===== src/source/fmul_pkg.sv =====
// Single-precision multiplier definitions
package fmul_pkg;

  // binary32 format
  localparam int EXP_W    = 8;
  localparam int SIG_W    = 24;
  localparam int FP_W     = 32;
  localparam int EXP_BIAS = 127;
  localparam int PROD_W   = 2 * SIG_W;

  localparam int OP_W     = 3;
  localparam int RM_W     = 3;
  localparam int FFLAGS_W = 5;

  // fused ops that negate the product
  localparam logic [OP_W-1:0] OP_FNMADD = 3'd6;
  localparam logic [OP_W-1:0] OP_FNMSUB = 3'd7;

  localparam logic [RM_W-1:0] RM_RNE = 3'd0;
  localparam logic [RM_W-1:0] RM_RTZ = 3'd1;
  localparam logic [RM_W-1:0] RM_RDN = 3'd2;
  localparam logic [RM_W-1:0] RM_RUP = 3'd3;
  localparam logic [RM_W-1:0] RM_RMM = 3'd4;

  // flag bit positions
  localparam int FLAG_NV = 4;
  localparam int FLAG_DZ = 3;
  localparam int FLAG_OF = 2;
  localparam int FLAG_UF = 1;
  localparam int FLAG_NX = 0;

  localparam logic [FP_W-1:0] CANON_NAN = 32'h7fc00000;

  typedef logic [FP_W-1:0]            fp_word_t;
  typedef logic [SIG_W-1:0]           sig_t;
  typedef logic [PROD_W-1:0]          prod_t;
  // two extra bits so sums below zero or above 255 stay exact
  typedef logic signed [EXP_W+1:0]    exp_calc_t;
  typedef logic [OP_W-1:0]            op_t;
  typedef logic [RM_W-1:0]            rm_t;
  typedef logic [FFLAGS_W-1:0]        fflags_t;

endpackage


===== src/source/fmul_pipe_ctrl.sv =====
// Multiplier pipeline control
`timescale 1ns/100ps

module fmul_pipe_ctrl import fmul_pkg::*; (
  input  logic     clk,
  input  logic     rst_n,
  input  logic     in_valid_i,
  input  logic     out_ready_i,
  input  op_t      in_op_i,
  input  fp_word_t in_c_i,
  output logic     in_ready_o,
  output logic     out_valid_o,
  output logic     en_s1_o,
  output logic     en_s2_o,
  output op_t      op_o,
  output fp_word_t c_o
);

  logic     valid_s2;
  logic     valid_s3;
  logic     s3_blocked;
  logic     stall;
  op_t      op_s2;
  fp_word_t c_s2;

  // stage 3 cannot drain this cycle
  assign s3_blocked = valid_s3 && !out_ready_i;
  // both stages full and nothing leaving
  assign stall      = valid_s2 && s3_blocked;

  assign in_ready_o  = !stall;
  assign out_valid_o = valid_s3;
  assign en_s1_o     = in_valid_i && !stall;
  assign en_s2_o     = valid_s2 && !s3_blocked;

  always_ff @(posedge clk or negedge rst_n) begin
    if (!rst_n) begin
      valid_s2 <= 1'b0;
      valid_s3 <= 1'b0;
    end else begin
      if (!stall) begin
        valid_s2 <= in_valid_i;
      end
      if (!s3_blocked) begin
        valid_s3 <= valid_s2;
      end
    end
  end

  // op and operand c ride along with the product
  always_ff @(posedge clk or negedge rst_n) begin
    if (!rst_n) begin
      op_s2 <= '0;
      c_s2  <= '0;
      op_o  <= '0;
      c_o   <= '0;
    end else begin
      if (en_s1_o) begin
        op_s2 <= in_op_i;
        c_s2  <= in_c_i;
      end
      if (en_s2_o) begin
        op_o <= op_s2;
        c_o  <= c_s2;
      end
    end
  end

endmodule


===== src/source/fmul_exp_path.sv =====
// Multiplier sign, exponent and special cases
`timescale 1ns/100ps

module fmul_exp_path import fmul_pkg::*; (
  input  logic      clk,
  input  logic      rst_n,
  input  logic      en_i,
  input  fp_word_t  a_i,
  input  fp_word_t  b_i,
  input  op_t       op_i,
  input  rm_t       rm_i,
  output logic      sign_o,
  output exp_calc_t exp_o,
  output logic      special_o,
  output logic      special_nan_o,
  output logic      special_inf_o,
  output logic      special_inv_o,
  output logic      special_zero_o,
  output rm_t       rm_o
);

  logic [EXP_W-1:0] a_exp;
  logic [EXP_W-1:0] b_exp;
  logic             a_frac_zero;
  logic             b_frac_zero;
  logic             a_zero, b_zero;
  logic             a_inf, b_inf;
  logic             a_nan, b_nan;
  logic             a_snan, b_snan;
  logic             neg;
  exp_calc_t        a_eff, b_eff;
  exp_calc_t        exp_sum;
  logic             any_nan, any_inf, any_inv, any_zero;

  assign a_exp       = a_i[FP_W-2 -: EXP_W];
  assign b_exp       = b_i[FP_W-2 -: EXP_W];
  assign a_frac_zero = (a_i[SIG_W-2:0] == '0);
  assign b_frac_zero = (b_i[SIG_W-2:0] == '0);

  // operand classes
  assign a_zero = (a_exp == '0) && a_frac_zero;
  assign b_zero = (b_exp == '0) && b_frac_zero;
  assign a_inf  = (a_exp == '1) && a_frac_zero;
  assign b_inf  = (b_exp == '1) && b_frac_zero;
  assign a_nan  = (a_exp == '1) && !a_frac_zero;
  assign b_nan  = (b_exp == '1) && !b_frac_zero;
  // quiet bit clear marks a signaling NaN
  assign a_snan = a_nan && !a_i[SIG_W-2];
  assign b_snan = b_nan && !b_i[SIG_W-2];

  assign neg = (op_i == OP_FNMADD) || (op_i == OP_FNMSUB);

  // subnormals share the exponent of the smallest normal
  assign a_eff   = (a_exp == '0) ? exp_calc_t'(1) : $signed({2'b00, a_exp});
  assign b_eff   = (b_exp == '0) ? exp_calc_t'(1) : $signed({2'b00, b_exp});
  assign exp_sum = a_eff + b_eff - exp_calc_t'(EXP_BIAS);

  assign any_nan  = a_nan || b_nan;
  assign any_inf  = a_inf || b_inf;
  assign any_zero = a_zero || b_zero;
  assign any_inv  = (a_inf && b_zero) || (b_inf && a_zero) || a_snan || b_snan;

  always_ff @(posedge clk or negedge rst_n) begin
    if (!rst_n) begin
      sign_o         <= 1'b0;
      exp_o          <= '0;
      special_o      <= 1'b0;
      special_nan_o  <= 1'b0;
      special_inf_o  <= 1'b0;
      special_inv_o  <= 1'b0;
      special_zero_o <= 1'b0;
      rm_o           <= '0;
    end else if (en_i) begin
      sign_o         <= a_i[FP_W-1] ^ b_i[FP_W-1] ^ neg;
      exp_o          <= exp_sum;
      special_o      <= any_nan || any_inf || any_zero;
      special_nan_o  <= any_nan;
      special_inf_o  <= any_inf;
      special_inv_o  <= any_inv;
      special_zero_o <= any_zero;
      rm_o           <= rm_i;
    end
  end

endmodule


===== src/source/fmul_sig_mult.sv =====
// Significand multiplier
`timescale 1ns/100ps

module fmul_sig_mult import fmul_pkg::*; (
  input  logic     clk,
  input  logic     rst_n,
  input  logic     en_i,
  input  fp_word_t a_i,
  input  fp_word_t b_i,
  output prod_t    prod_o
);

  sig_t  a_sig;
  sig_t  b_sig;
  prod_t prod;

  // hidden bit is one unless the exponent field is zero
  assign a_sig = {(a_i[FP_W-2 -: EXP_W] != '0), a_i[SIG_W-2:0]};
  assign b_sig = {(b_i[FP_W-2 -: EXP_W] != '0), b_i[SIG_W-2:0]};

  // 2.46 fixed point product
  assign prod = a_sig * b_sig;

  always_ff @(posedge clk or negedge rst_n) begin
    if (!rst_n) begin
      prod_o <= '0;
    end else if (en_i) begin
      prod_o <= prod;
    end
  end

endmodule


===== src/source/fmul_normalize.sv =====
// Product normalization
`timescale 1ns/100ps

module fmul_normalize import fmul_pkg::*; (
  input  logic             clk,
  input  logic             rst_n,
  input  logic             en_i,
  input  prod_t            prod_i,
  input  exp_calc_t        exp_i,
  input  logic             sign_i,
  input  logic             special_i,
  input  logic             special_nan_i,
  input  logic             special_inf_i,
  input  logic             special_inv_i,
  input  logic             special_zero_i,
  input  rm_t              rm_i,
  output logic [SIG_W+1:0] sig_o,
  output logic             sticky_o,
  output exp_calc_t        exp_o,
  output logic             sign_o,
  output logic             special_o,
  output logic             special_nan_o,
  output logic             special_inf_o,
  output logic             special_inv_o,
  output logic             special_zero_o,
  output rm_t              rm_o
);

  function automatic logic [5:0] count_lz(input prod_t p);
    logic [5:0] n;
    logic       found;
    n     = 6'd0;
    found = 1'b0;
    for (int i = PROD_W - 1; i >= 0; i--) begin
      if (!found) begin
        if (p[i]) begin
          found = 1'b1;
        end else begin
          n = n + 6'd1;
        end
      end
    end
    return n;
  endfunction

  logic [5:0]          lz;
  prod_t               shifted;
  exp_calc_t           norm_exp;
  exp_calc_t           rsh_full;
  logic [5:0]          rsh;
  exp_calc_t           exp_n;
  logic [2*PROD_W-1:0] wide;
  logic [SIG_W+1:0]    sig_n;
  logic                sticky_n;

  always_comb begin
    lz      = count_lz(prod_i);
    shifted = prod_i << lz;
    // leading one at bit 47 means one above the summed exponent
    norm_exp = exp_i + exp_calc_t'(1) - $signed({4'b0000, lz});
    rsh_full = exp_calc_t'(1) - norm_exp;
    if (norm_exp < exp_calc_t'(1)) begin
      // subnormal result shifts down to exponent 1
      exp_n = exp_calc_t'(1);
      rsh   = (rsh_full > exp_calc_t'(PROD_W)) ? 6'(PROD_W) : rsh_full[5:0];
    end else begin
      exp_n = norm_exp;
      rsh   = 6'd0;
    end
    wide     = {shifted, {PROD_W{1'b0}}} >> rsh;
    sig_n    = wide[2*PROD_W-1 -: SIG_W+2];
    sticky_n = |wide[2*PROD_W-SIG_W-3:0];
  end

  always_ff @(posedge clk or negedge rst_n) begin
    if (!rst_n) begin
      sig_o          <= '0;
      sticky_o       <= 1'b0;
      exp_o          <= '0;
      sign_o         <= 1'b0;
      special_o      <= 1'b0;
      special_nan_o  <= 1'b0;
      special_inf_o  <= 1'b0;
      special_inv_o  <= 1'b0;
      special_zero_o <= 1'b0;
      rm_o           <= '0;
    end else if (en_i) begin
      sig_o          <= sig_n;
      sticky_o       <= sticky_n;
      exp_o          <= exp_n;
      sign_o         <= sign_i;
      special_o      <= special_i;
      special_nan_o  <= special_nan_i;
      special_inf_o  <= special_inf_i;
      special_inv_o  <= special_inv_i;
      special_zero_o <= special_zero_i;
      rm_o           <= rm_i;
    end
  end

endmodule


===== src/source/fmul_round.sv =====
// Rounding and result selection
`timescale 1ns/100ps

module fmul_round import fmul_pkg::*; (
  input  logic [SIG_W+1:0] sig_i,
  input  logic             sticky_i,
  input  exp_calc_t        exp_i,
  input  logic             sign_i,
  input  logic             special_i,
  input  logic             special_nan_i,
  input  logic             special_inf_i,
  input  logic             special_inv_i,
  input  logic             special_zero_i,
  input  rm_t              rm_i,
  output fp_word_t         result_o,
  output fflags_t          fflags_o
);

  logic             g_bit;
  logic             r_bit;
  logic             lsb;
  logic             inexact;
  logic             round_up;
  logic [SIG_W:0]   rounded;
  logic             carry;
  logic             hidden;
  logic [SIG_W-2:0] frac;
  exp_calc_t        exp_r;
  logic             ovf;
  logic             ovf_to_inf;
  logic             tiny;

  always_comb begin
    g_bit   = sig_i[1];
    r_bit   = sig_i[0];
    lsb     = sig_i[2];
    inexact = g_bit || r_bit || sticky_i;

    case (rm_i)
      RM_RTZ:  round_up = 1'b0;
      RM_RDN:  round_up = inexact && sign_i;
      RM_RUP:  round_up = inexact && !sign_i;
      RM_RMM:  round_up = g_bit;
      // RNE and undefined codes
      default: round_up = g_bit && (r_bit || sticky_i || lsb);
    endcase

    rounded = {1'b0, sig_i[SIG_W+1:2]} + {{SIG_W{1'b0}}, round_up};
    carry   = rounded[SIG_W];
    if (carry) begin
      frac   = rounded[SIG_W-1:1];
      hidden = 1'b1;
    end else begin
      frac   = rounded[SIG_W-2:0];
      hidden = rounded[SIG_W-1];
    end
    exp_r = exp_i + $signed({{(EXP_W+1){1'b0}}, carry});

    ovf        = exp_r >= exp_calc_t'((1 << EXP_W) - 1);
    ovf_to_inf = (rm_i == RM_RNE) || (rm_i == RM_RMM) ||
                 ((rm_i == RM_RUP) && !sign_i) || ((rm_i == RM_RDN) && sign_i);
    // tininess judged on the rounded result
    tiny       = !hidden;

    fflags_o = '0;
    if (ovf) begin
      if (ovf_to_inf) begin
        result_o = {sign_i, {EXP_W{1'b1}}, {(SIG_W-1){1'b0}}};
      end else begin
        // largest finite magnitude
        result_o = {sign_i, {(EXP_W-1){1'b1}}, 1'b0, {(SIG_W-1){1'b1}}};
      end
      fflags_o[FLAG_OF] = 1'b1;
      fflags_o[FLAG_NX] = 1'b1;
    end else begin
      result_o          = {sign_i, (hidden ? exp_r[EXP_W-1:0] : {EXP_W{1'b0}}), frac};
      fflags_o[FLAG_UF] = tiny && inexact;
      fflags_o[FLAG_NX] = inexact;
    end

    // special operands override the datapath
    if (special_i) begin
      fflags_o = '0;
      if (special_inv_i) begin
        result_o          = CANON_NAN;
        fflags_o[FLAG_NV] = 1'b1;
      end else if (special_nan_i) begin
        result_o = CANON_NAN;
      end else if (special_inf_i) begin
        result_o = {sign_i, {EXP_W{1'b1}}, {(SIG_W-1){1'b0}}};
      end else if (special_zero_i) begin
        result_o = {sign_i, {(FP_W-1){1'b0}}};
      end
    end
  end

endmodule


===== src/source/fmul_top.sv =====
// Pipelined single-precision multiplier
`timescale 1ns/100ps

module fmul_top import fmul_pkg::*; (
  input  logic     clk,
  input  logic     rst_n,
  input  logic     in_valid_i,
  input  op_t      in_op_i,
  input  fp_word_t in_a_i,
  input  fp_word_t in_b_i,
  input  fp_word_t in_c_i,
  input  rm_t      in_rm_i,
  input  logic     out_ready_i,
  output logic     in_ready_o,
  output logic     out_valid_o,
  output fp_word_t out_result_o,
  output fflags_t  out_fflags_o,
  output fp_word_t add_another_o,
  output op_t      op_o
);

  logic             en_s1;
  logic             en_s2;

  // stage 2
  logic             s2_sign;
  exp_calc_t        s2_exp;
  logic             s2_special;
  logic             s2_nan;
  logic             s2_inf;
  logic             s2_inv;
  logic             s2_zero;
  rm_t              s2_rm;
  prod_t            s2_prod;

  // stage 3
  logic [SIG_W+1:0] s3_sig;
  logic             s3_sticky;
  exp_calc_t        s3_exp;
  logic             s3_sign;
  logic             s3_special;
  logic             s3_nan;
  logic             s3_inf;
  logic             s3_inv;
  logic             s3_zero;
  rm_t              s3_rm;

  fmul_pipe_ctrl u_ctrl (
    .clk        (clk),
    .rst_n      (rst_n),
    .in_valid_i (in_valid_i),
    .out_ready_i(out_ready_i),
    .in_op_i    (in_op_i),
    .in_c_i     (in_c_i),
    .in_ready_o (in_ready_o),
    .out_valid_o(out_valid_o),
    .en_s1_o    (en_s1),
    .en_s2_o    (en_s2),
    .op_o       (op_o),
    .c_o        (add_another_o)
  );

  fmul_exp_path u_exp (
    .clk           (clk),
    .rst_n         (rst_n),
    .en_i          (en_s1),
    .a_i           (in_a_i),
    .b_i           (in_b_i),
    .op_i          (in_op_i),
    .rm_i          (in_rm_i),
    .sign_o        (s2_sign),
    .exp_o         (s2_exp),
    .special_o     (s2_special),
    .special_nan_o (s2_nan),
    .special_inf_o (s2_inf),
    .special_inv_o (s2_inv),
    .special_zero_o(s2_zero),
    .rm_o          (s2_rm)
  );

  fmul_sig_mult u_mult (
    .clk   (clk),
    .rst_n (rst_n),
    .en_i  (en_s1),
    .a_i   (in_a_i),
    .b_i   (in_b_i),
    .prod_o(s2_prod)
  );

  fmul_normalize u_norm (
    .clk           (clk),
    .rst_n         (rst_n),
    .en_i          (en_s2),
    .prod_i        (s2_prod),
    .exp_i         (s2_exp),
    .sign_i        (s2_sign),
    .special_i     (s2_special),
    .special_nan_i (s2_nan),
    .special_inf_i (s2_inf),
    .special_inv_i (s2_inv),
    .special_zero_i(s2_zero),
    .rm_i          (s2_rm),
    .sig_o         (s3_sig),
    .sticky_o      (s3_sticky),
    .exp_o         (s3_exp),
    .sign_o        (s3_sign),
    .special_o     (s3_special),
    .special_nan_o (s3_nan),
    .special_inf_o (s3_inf),
    .special_inv_o (s3_inv),
    .special_zero_o(s3_zero),
    .rm_o          (s3_rm)
  );

  fmul_round u_round (
    .sig_i         (s3_sig),
    .sticky_i      (s3_sticky),
    .exp_i         (s3_exp),
    .sign_i        (s3_sign),
    .special_i     (s3_special),
    .special_nan_i (s3_nan),
    .special_inf_i (s3_inf),
    .special_inv_i (s3_inv),
    .special_zero_i(s3_zero),
    .rm_i          (s3_rm),
    .result_o      (out_result_o),
    .fflags_o      (out_fflags_o)
  );

endmodule


===== config.mk =====
export PLATFORM = sky130hd
export DESIGN_NAME = fmul_top
export DESIGN_NICKNAME = d
export VERILOG_FILES = /design/src/source/fmul_pkg.sv /design/src/source/fmul_pipe_ctrl.sv /design/src/source/fmul_exp_path.sv /design/src/source/fmul_sig_mult.sv /design/src/source/fmul_normalize.sv /design/src/source/fmul_round.sv /design/src/source/fmul_top.sv
export SDC_FILE = /design/constraint.sdc
export NUM_CORES = 2
export LEC_CHECK = 0
export ABC_AREA = 1
export BUFFER_PORTS_ARGS = -buffer_cell sky130_fd_sc_hd__buf_2
export CELL_PAD_IN_SITES_DETAIL_PLACEMENT = 1
export CELL_PAD_IN_SITES_GLOBAL_PLACEMENT = 1
export CORE_UTILIZATION = 25
export DETAILED_ROUTE_END_ITERATION = 12
export PLACE_DENSITY = 0.55
export SYNTH_ARGS = -nofsm -noshare
export SYNTH_HDL_FRONTEND = slang
export SYNTH_SLANG_ARGS = --single-unit

===== constraint.sdc =====
create_clock -name clk -period 55.7 [get_ports clk]
set_input_delay 2.785 -clock clk [delete_from_list [all_inputs] [get_ports clk]]
set_output_delay 2.785 -clock clk [all_outputs]
set_load 0.02 [all_outputs]

After elaboration in Yosys (flattened, before gate mapping)
Cells that the tools add are included.
{ "totals": {"wordCells": 357, "ff_bits": 185, "out_inout_bits": 74} }
{ "op_classes": {"n_reduce_logical": 53, "order_cmp": 3, "add_sub_neg": 54, "eq_ne": 8, "n_mul": 1, "shifts": 2, "muxes": 209, "n_bitwise": 2} }
{ "op_table": {"columns": ["op", "count"], "rows": [
  ["6-bit two-way mux", 96],
  ["6-bit by 1-bit adder with 6-bit output, second input constant", 46],
  ["1-bit two-way mux", 99],
  ["32-bit two-way mux", 3],
  ["96-bit by 6-bit right shift with 96-bit output", 1],
  ["31-bit two-way mux", 3],
  ["70-bit OR reduction", 1],
  ["24-bit by 24-bit multiplier with 48-bit output", 1],
  ["48-bit by 6-bit << shifter with 48-bit output", 1],
  ["23-bit logical NOT", 2],
  ["24-bit by 1-bit adder with 25-bit output", 1],
  ["24-bit two-way mux", 1],
  ["8-bit two-way mux", 3],
  ["23-bit two-way mux", 1],
  ["1-bit logical AND", 20],
  ["8-bit == test, second input constant", 2],
  ["8-bit logical NOT", 2],
  ["1-bit logical OR", 16],
  ["8-bit nonzero test", 2],
  ["10-bit adder", 1],
  ["10-bit by 2-bit adder with 10-bit output", 1],
  ["10-bit by 2-bit adder with 10-bit output, second input constant", 1],
  ["10-bit by 9-bit >= comparator with 1-bit output, second input constant", 1],
  ["10-bit by 7-bit greater-than comparator with 1-bit output, second input constant", 1],
  ["14 further kinds", 26]
]} }

Depth between registers and ports, before layout
{ "depth": {"ltp_word": 149, "ltp_mapped": 211, "mapped_depth_nobuf": 208} }

By module
Synthesis repeated with hierarchy kept, for this count alone.
{ "unflattened": {"hier_cells": 6492, "area_unflattened_um2": 43145.1} }
{ "modules_own_cells": {"columns": ["module", "area_each_um2", "cells_each", "n_inst"], "rows": [
  ["fmul_sig_mult", 21872.2, 2945, 1],
  ["fmul_normalize", 15009.4, 2678, 1],
  ["fmul_pipe_ctrl", 3004.1, 308, 1],
  ["fmul_round", 1711.6, 343, 1],
  ["fmul_exp_path", 1547.7, 218, 1]
]} }

Worst setup path before layout
Ideal clock, no wire load.
{ "synth_path": {"path_kind": "register -> register", "startpoint": "register u_mult.prod_o[46]", "endpoint": "register u_norm.sticky_o", "arrival_time_ns": 28.195, "setup_ns": 0.113, "path_buffers": 3, "setup_slack_ns": 27.392, "stages_incl_launch_ff": 201, "cell_sequence": "dfrtp_1 -> nor2_4 -> nand2_1 -> nand2_1 -> ha_1 -> inv_1 -> a21oi_1 -> ha_1 -> inv_1 -> a31oi_1 -> nand2_1 -> inv_1 -> ha_1 -> nand2_1 -> nand2_1 -> ha_1 -> or2_2 -> nand2_1 -> (+165 left out) -> nor3_1 -> clkinv_1 -> clkbuf_4 -> buf_4 -> nand2_1 -> inv_1 -> nand3_1 -> nor2_1 -> nor2_1 -> nand3_1 -> nand2_1 -> clkinv_1 -> nor2_1 -> nand3_1 -> nor2_2 -> nand3_1 -> nand2_1 -> inv_1"} }
{ "synth_between": {"elab_chain_len": 147} }
{ "synth_rtl": {"columns": ["element", "line", "text"], "rows": [
  ["start, declared", "fmul_sig_mult.sv:10", "output prod_t prod_o"],
  ["start signal, assigned", "fmul_sig_mult.sv:28", "prod_o <= prod;"],
  ["6-bit two-way mux", "fmul_normalize.sv:36", "if (p[i]) begin"],
  ["6-bit two-way mux", "fmul_normalize.sv:35", "if (!found) begin"],
  ["6-bit by 1-bit adder with 6-bit output", "fmul_normalize.sv:39", "n = n + 6'd1;"],
  ["6-bit two-way mux", "fmul_normalize.sv:36", null],
  ["6-bit two-way mux", "fmul_normalize.sv:35", null],
  ["6-bit by 1-bit adder with 6-bit output", "fmul_normalize.sv:39", null],
  ["6-bit two-way mux", "fmul_normalize.sv:36", null],
  ["6-bit two-way mux", "fmul_normalize.sv:35", null],
  ["(+131 left out)", null, null],
  ["6-bit two-way mux", "fmul_normalize.sv:35", null],
  ["10-bit by 7-bit subtractor with 10-bit output", "fmul_normalize.sv:60", "norm_exp = exp_i + exp_calc_t'(1) - $signed({4'b0000, lz});"],
  ["2-bit by 10-bit subtractor with 10-bit output", "fmul_normalize.sv:61", "rsh_full = exp_calc_t'(1) - norm_exp;"],
  ["10-bit by 7-bit greater-than comparator with 1-bit output", "fmul_normalize.sv:65", "rsh = (rsh_full > exp_calc_t'(PROD_W)) ? 6'(PROD_W) : rsh_full[5:0];"],
  ["6-bit two-way mux", "fmul_normalize.sv:65", null],
  ["6-bit two-way mux", "fmul_normalize.sv:62", "if (norm_exp < exp_calc_t'(1)) begin"],
  ["96-bit by 6-bit right shift with 96-bit output *", "fmul_normalize.sv:70", "wide = {shifted, {PROD_W{1'b0}}} >> rsh;"],
  ["70-bit OR reduction *", "fmul_normalize.sv:72", "sticky_n = |wide[2*PROD_W-SIG_W-3:0];"],
  ["end signal, assigned", "fmul_normalize.sv:89", "sticky_o <= sticky_n;"],
  ["end, declared", "fmul_normalize.sv:18", "output logic sticky_o,"]
]} }
Every way passes the cells marked *; elsewhere a longest branch is shown, timed or not.
A chain may end at the register's enable or synchronous reset.

Final worst setup path
Same ends and word-level chain as after synthesis.

==> impl_metrics.sql <==
INSERT INTO impl_metrics (metric_group, metric, value, unit) VALUES
('run_status', 'outcome', 'finished clean', ''),
('clocking', 'cts_num_sinks', '185', ''),
('critical_path', 'critical-path-top-cell-by-count', 'sky130_fd_sc_hd__nand2_1', ''),
('yosys', 'mapped_area', '39600', 'um^2'),
('finish', 'fraction_of_final_layout_cells_sized_beyond_drive_strength_1', '0.0694', ''),
('global_route', 'grt_start_max_net_pins', '79', ''),
('global_route', 'grt_usage', '0.178', ''),
('critical_path', 'timing.critical_path.buf_inv', '48', ''),
('placement', 'placement.setup.worst_slack', '23110', 'ps'),
('die', 'row_count', '145', ''),
('yosys', 'synth_async_sr_flop_share', '1.00', ''),
('routing', 'avgViaCountPerCell', '4.58', ''),
('clocking', 'cts_hold_buf', '0', ''),
('die', 'pin_count', '180', ''),
('clocking', 'cts-htree-levels', '4', ''),
('yosys', 'yosysUniqueCellTypes', '62', ''),
('yosys', 'synthTopCellsByCount', 'sky130_fd_sc_hd__nand2_1, sky130_fd_sc_hd__inv_1, sky130_fd_sc_hd__nand3_1, sky130_fd_sc_hd__fa_1, sky130_fd_sc_hd__nor2_1', ''),
('yosys', 'synth_enable_flop_cells', '0', ''),
('sta', 'period_minus_slack', '32640', 'ps'),
('yosys', 'yosys-top-cells-area', 'sky130_fd_sc_hd__fa_1, sky130_fd_sc_hd__nand2_1, sky130_fd_sc_hd__dfrtp_1', ''),
('global_route', 'global_route.overflow_total', '0', ''),
('yosys', 'most_frequent_cell_after_synthesis', 'sky130_fd_sc_hd__nand2_1', ''),
('placement', 'dpl-instance-area', '41900', 'um^2'),
('placement', 'dp_hpwl', '110000', 'um'),
('sta', 'final_setup_violations', '0', ''),
('routing', 'detail-route-antenna-nets', '0', ''),
('finish', 'area_growth_syn_to_layout', '7.36', '%'),
('sta', 'maxSlewViolCount', '0', ''),
('critical_path', 'crit_path_end_kind', 'flip-flop', ''),
('routing', 'routed_wl', '141000', 'um'),
('critical_path', 'worst_path_largest_cell_delay', '550', 'ps'),
('finish', 'design_area', '42500', 'um^2'),
('flow_run', 'max_cap_viol_count', '0', ''),
('clocking', 'root_buffer', 'sky130_fd_sc_hd__clkbuf_16', ''),
('sta', 'hold_ws', '469', 'ps'),
('clocking', 'worstSkewPairLatency', '500', 'ps'),
('sta', 'finClkSkew', '17.8', 'ps'),
('min_path', 'timing.hold.worst.class', 'flip-flop to flip-flop', ''),
('placement', 'place.port_buffers', '178', ''),
('routing', 'post_drt_wl_per_cell', '17.8', 'um'),
('yosys', 'seq_area_frac_synth', '0.117', ''),
('yosys', 'mappedNetlistNets', '6726', ''),
('yosys', 'syn_area_per_cell', '6.73', 'um^2'),
('die', 'die_area', '160000', 'um^2'),
('yosys', 'post_synthesis_cell_count', '5880', ''),
('critical_path', 'critPathTopFamily', 'adder cells', ''),
('routing', 'first_iter_violations', '1797', ''),
('sta', 'worst_slack', '23060', 'ps'),
('critical_path', 'worstSetupStartpointType', 'flip-flop', ''),
('critical_path', 'worstPathRequired', '56100', 'ps'),
('placement', 'place.gp.congestion', '0.828', ''),
('yosys', 'synth.largest_area_cell', 'sky130_fd_sc_hd__fa_1', ''),
('sta', 'part_of_the_cycle_the_worst_path_needs', '0.586', ''),
('sta', 'timing.final.hold_violations', '0', ''),
('yosys', 'yosys.area.top_type_share', '0.245', ''),
('die', 'starting_density_of_the_core', '0.253', ''),
('critical_path', 'crit_type', 'flip-flop to flip-flop', ''),
('yosys', 'synth-main-ff-cell', 'sky130_fd_sc_hd__dfrtp_1', ''),
('clocking', 'cts_tree', 'done', ''),
('yosys', 'synth-warning-count', '0', ''),
('routing', 'dr_total_vias', '36275', ''),
('critical_path', 'worst_ep_arrival_time', '33040', 'ps'),
('global_route', 'antenna_found_initial', '4', ''),
('clocking', 'post_cts.resized_instances', '0', ''),
('clocking', 'post-cts-setup-buffers', '0', ''),
('sta', 'slew_at_the_pin_with_the_worst_max_slew_slack', '1130', 'ps'),
('sta', 'maxSlewHeadroom', '0.229', ''),
('die', 'die-width', '400', 'um'),
('clocking', 'cts.path.max_buffers', '2', ''),
('finish', 'layout.nets', '6687', ''),
('die', 'vertical_die_dimension', '400', 'um');
==> kinds of logic after synthesis <==
family	count (synthesis)	share of synthesized area
adder cells (fa/ha/maj)	740	0.326
multiplexers	4	0.00101
AO/OA/AOI/OAI	397	0.0545
other	1	0.0000947
buffers and inverters	1455	0.152
XOR/XNOR	122	0.0270
AND/OR/NAND/NOR	2976	0.323
flip-flops	185	0.117
==> area by class of cell <==
| type | count | area [um^2] |
|---|---|---|
| Antenna cell | 1 | 2.50 |
| Clock buffer | 17 | 425 |
| Clock inverter | 15 | 195 |
| Fill cell | 19884 | 114000 |
| Inverter | 1172 | 4440 |
| Multi-Input combinational cell | 4240 | 29000 |
| Sequential cell | 185 | 4630 |
| Tap cell | 2058 | 2570 |
| Timing Repair Buffer | 225 | 1250 |
==> cell usage in the layout (no fill, tap or decap), types with 4 or more instances in the layout <==
| cell | n |
|---|---|
| sky130_fd_sc_hd__a21oi_1 | 115 |
| sky130_fd_sc_hd__a22o_1 | 5 |
| sky130_fd_sc_hd__a31oi_1 | 5 |
| sky130_fd_sc_hd__and2_1 | 6 |
| sky130_fd_sc_hd__buf_2 | 177 |
| sky130_fd_sc_hd__buf_4 | 47 |
| sky130_fd_sc_hd__clkbuf_16 | 17 |
| sky130_fd_sc_hd__clkinv_1 | 12 |
| sky130_fd_sc_hd__clkinv_8 | 6 |
| sky130_fd_sc_hd__dfrtp_1 | 185 |
| sky130_fd_sc_hd__fa_1 | 484 |
| sky130_fd_sc_hd__ha_1 | 256 |
| sky130_fd_sc_hd__inv_1 | 1106 |
| sky130_fd_sc_hd__inv_2 | 37 |
| sky130_fd_sc_hd__inv_4 | 16 |
| sky130_fd_sc_hd__mux2i_1 | 4 |
| sky130_fd_sc_hd__nand2_1 | 1870 |
| sky130_fd_sc_hd__nand2_2 | 18 |
| sky130_fd_sc_hd__nand2_4 | 6 |
| sky130_fd_sc_hd__nand3_1 | 584 |
| sky130_fd_sc_hd__nand3_2 | 6 |
| sky130_fd_sc_hd__nand3b_1 | 17 |
| sky130_fd_sc_hd__nand4_1 | 51 |
| sky130_fd_sc_hd__nor2_1 | 302 |
| sky130_fd_sc_hd__nor2_2 | 6 |
| sky130_fd_sc_hd__nor2_4 | 29 |
| sky130_fd_sc_hd__nor2_8 | 11 |
| sky130_fd_sc_hd__nor3_1 | 36 |
| sky130_fd_sc_hd__nor4_1 | 15 |
| sky130_fd_sc_hd__o211ai_1 | 5 |
| sky130_fd_sc_hd__o21a_1 | 4 |
| sky130_fd_sc_hd__o21ai_0 | 168 |
| sky130_fd_sc_hd__o21ai_1 | 45 |
| sky130_fd_sc_hd__o21bai_1 | 6 |
| sky130_fd_sc_hd__o22ai_1 | 17 |
| sky130_fd_sc_hd__o31ai_1 | 7 |
| sky130_fd_sc_hd__or2_2 | 11 |
| sky130_fd_sc_hd__xnor2_1 | 42 |
| sky130_fd_sc_hd__xor2_1 | 80 |
==> layer usage <==
metal  up-vias  GRT usage  share of wire
li1      17719          -              -
met1     17967      0.240           0.47
met2       461      0.310           0.48
met3       128     0.0150          0.026
met4         0     0.0363          0.018
met5         -          0              0
==> worst min-delay path, delay by kind of cell (launching register included) <==
kind,cells,cell delay [ps]
flip-flops,1,350
AND/OR/NAND/NOR,2,100
==> registers in the layout, indices dropped and copies added, names as in the netlist, 3 cells and up <==
signal / flops
u_ctrl.op_s2: 3
u_norm.exp_o: 10
u_ctrl.op_o: 3
u_ctrl.c_o: 32
u_norm.rm_o: 3
u_ctrl.c_s2: 32
u_exp.exp_o: 10
u_exp.rm_o: 3
u_norm.sig_o: 26
u_mult.prod_o: 48
==> worst paths after layout <==
path                                          startpoint                     endpoint  slack [ps]  cells past startpoint
max                        u_mult.prod_o[46]$_DFFE_PN0P_  u_norm.sticky_o$_DFFE_PN0P_       23060                    202
min                          u_ctrl.c_s2[11]$_DFFE_PN0P_   u_ctrl.c_o[11]$_DFFE_PN0P_         470                      2
max reg2reg                u_mult.prod_o[46]$_DFFE_PN0P_  u_norm.sticky_o$_DFFE_PN0P_       23060                    202
min reg2reg                  u_ctrl.c_s2[11]$_DFFE_PN0P_   u_ctrl.c_o[11]$_DFFE_PN0P_         470                      2
max in group asynchronous                          rst_n    u_exp.rm_o[1]$_DFFE_PN0P_       52070                      2
min in group asynchronous                          rst_n  u_norm.sig_o[8]$_DFFE_PN0P_        2240                      1
==> metrics by stage <==
stage,util,cells
6_report,0.271,7913
5_1_grt,0.271,7913
4_1_cts,0.271,7912
3_5_place_dp,0.267,7880
3_3_place_gp,0.267,7880
2_1_floorplan,-,5880
Power is not shown: default switching activity piles up to over one toggle a cycle in this logic, so the estimate is an artifact.
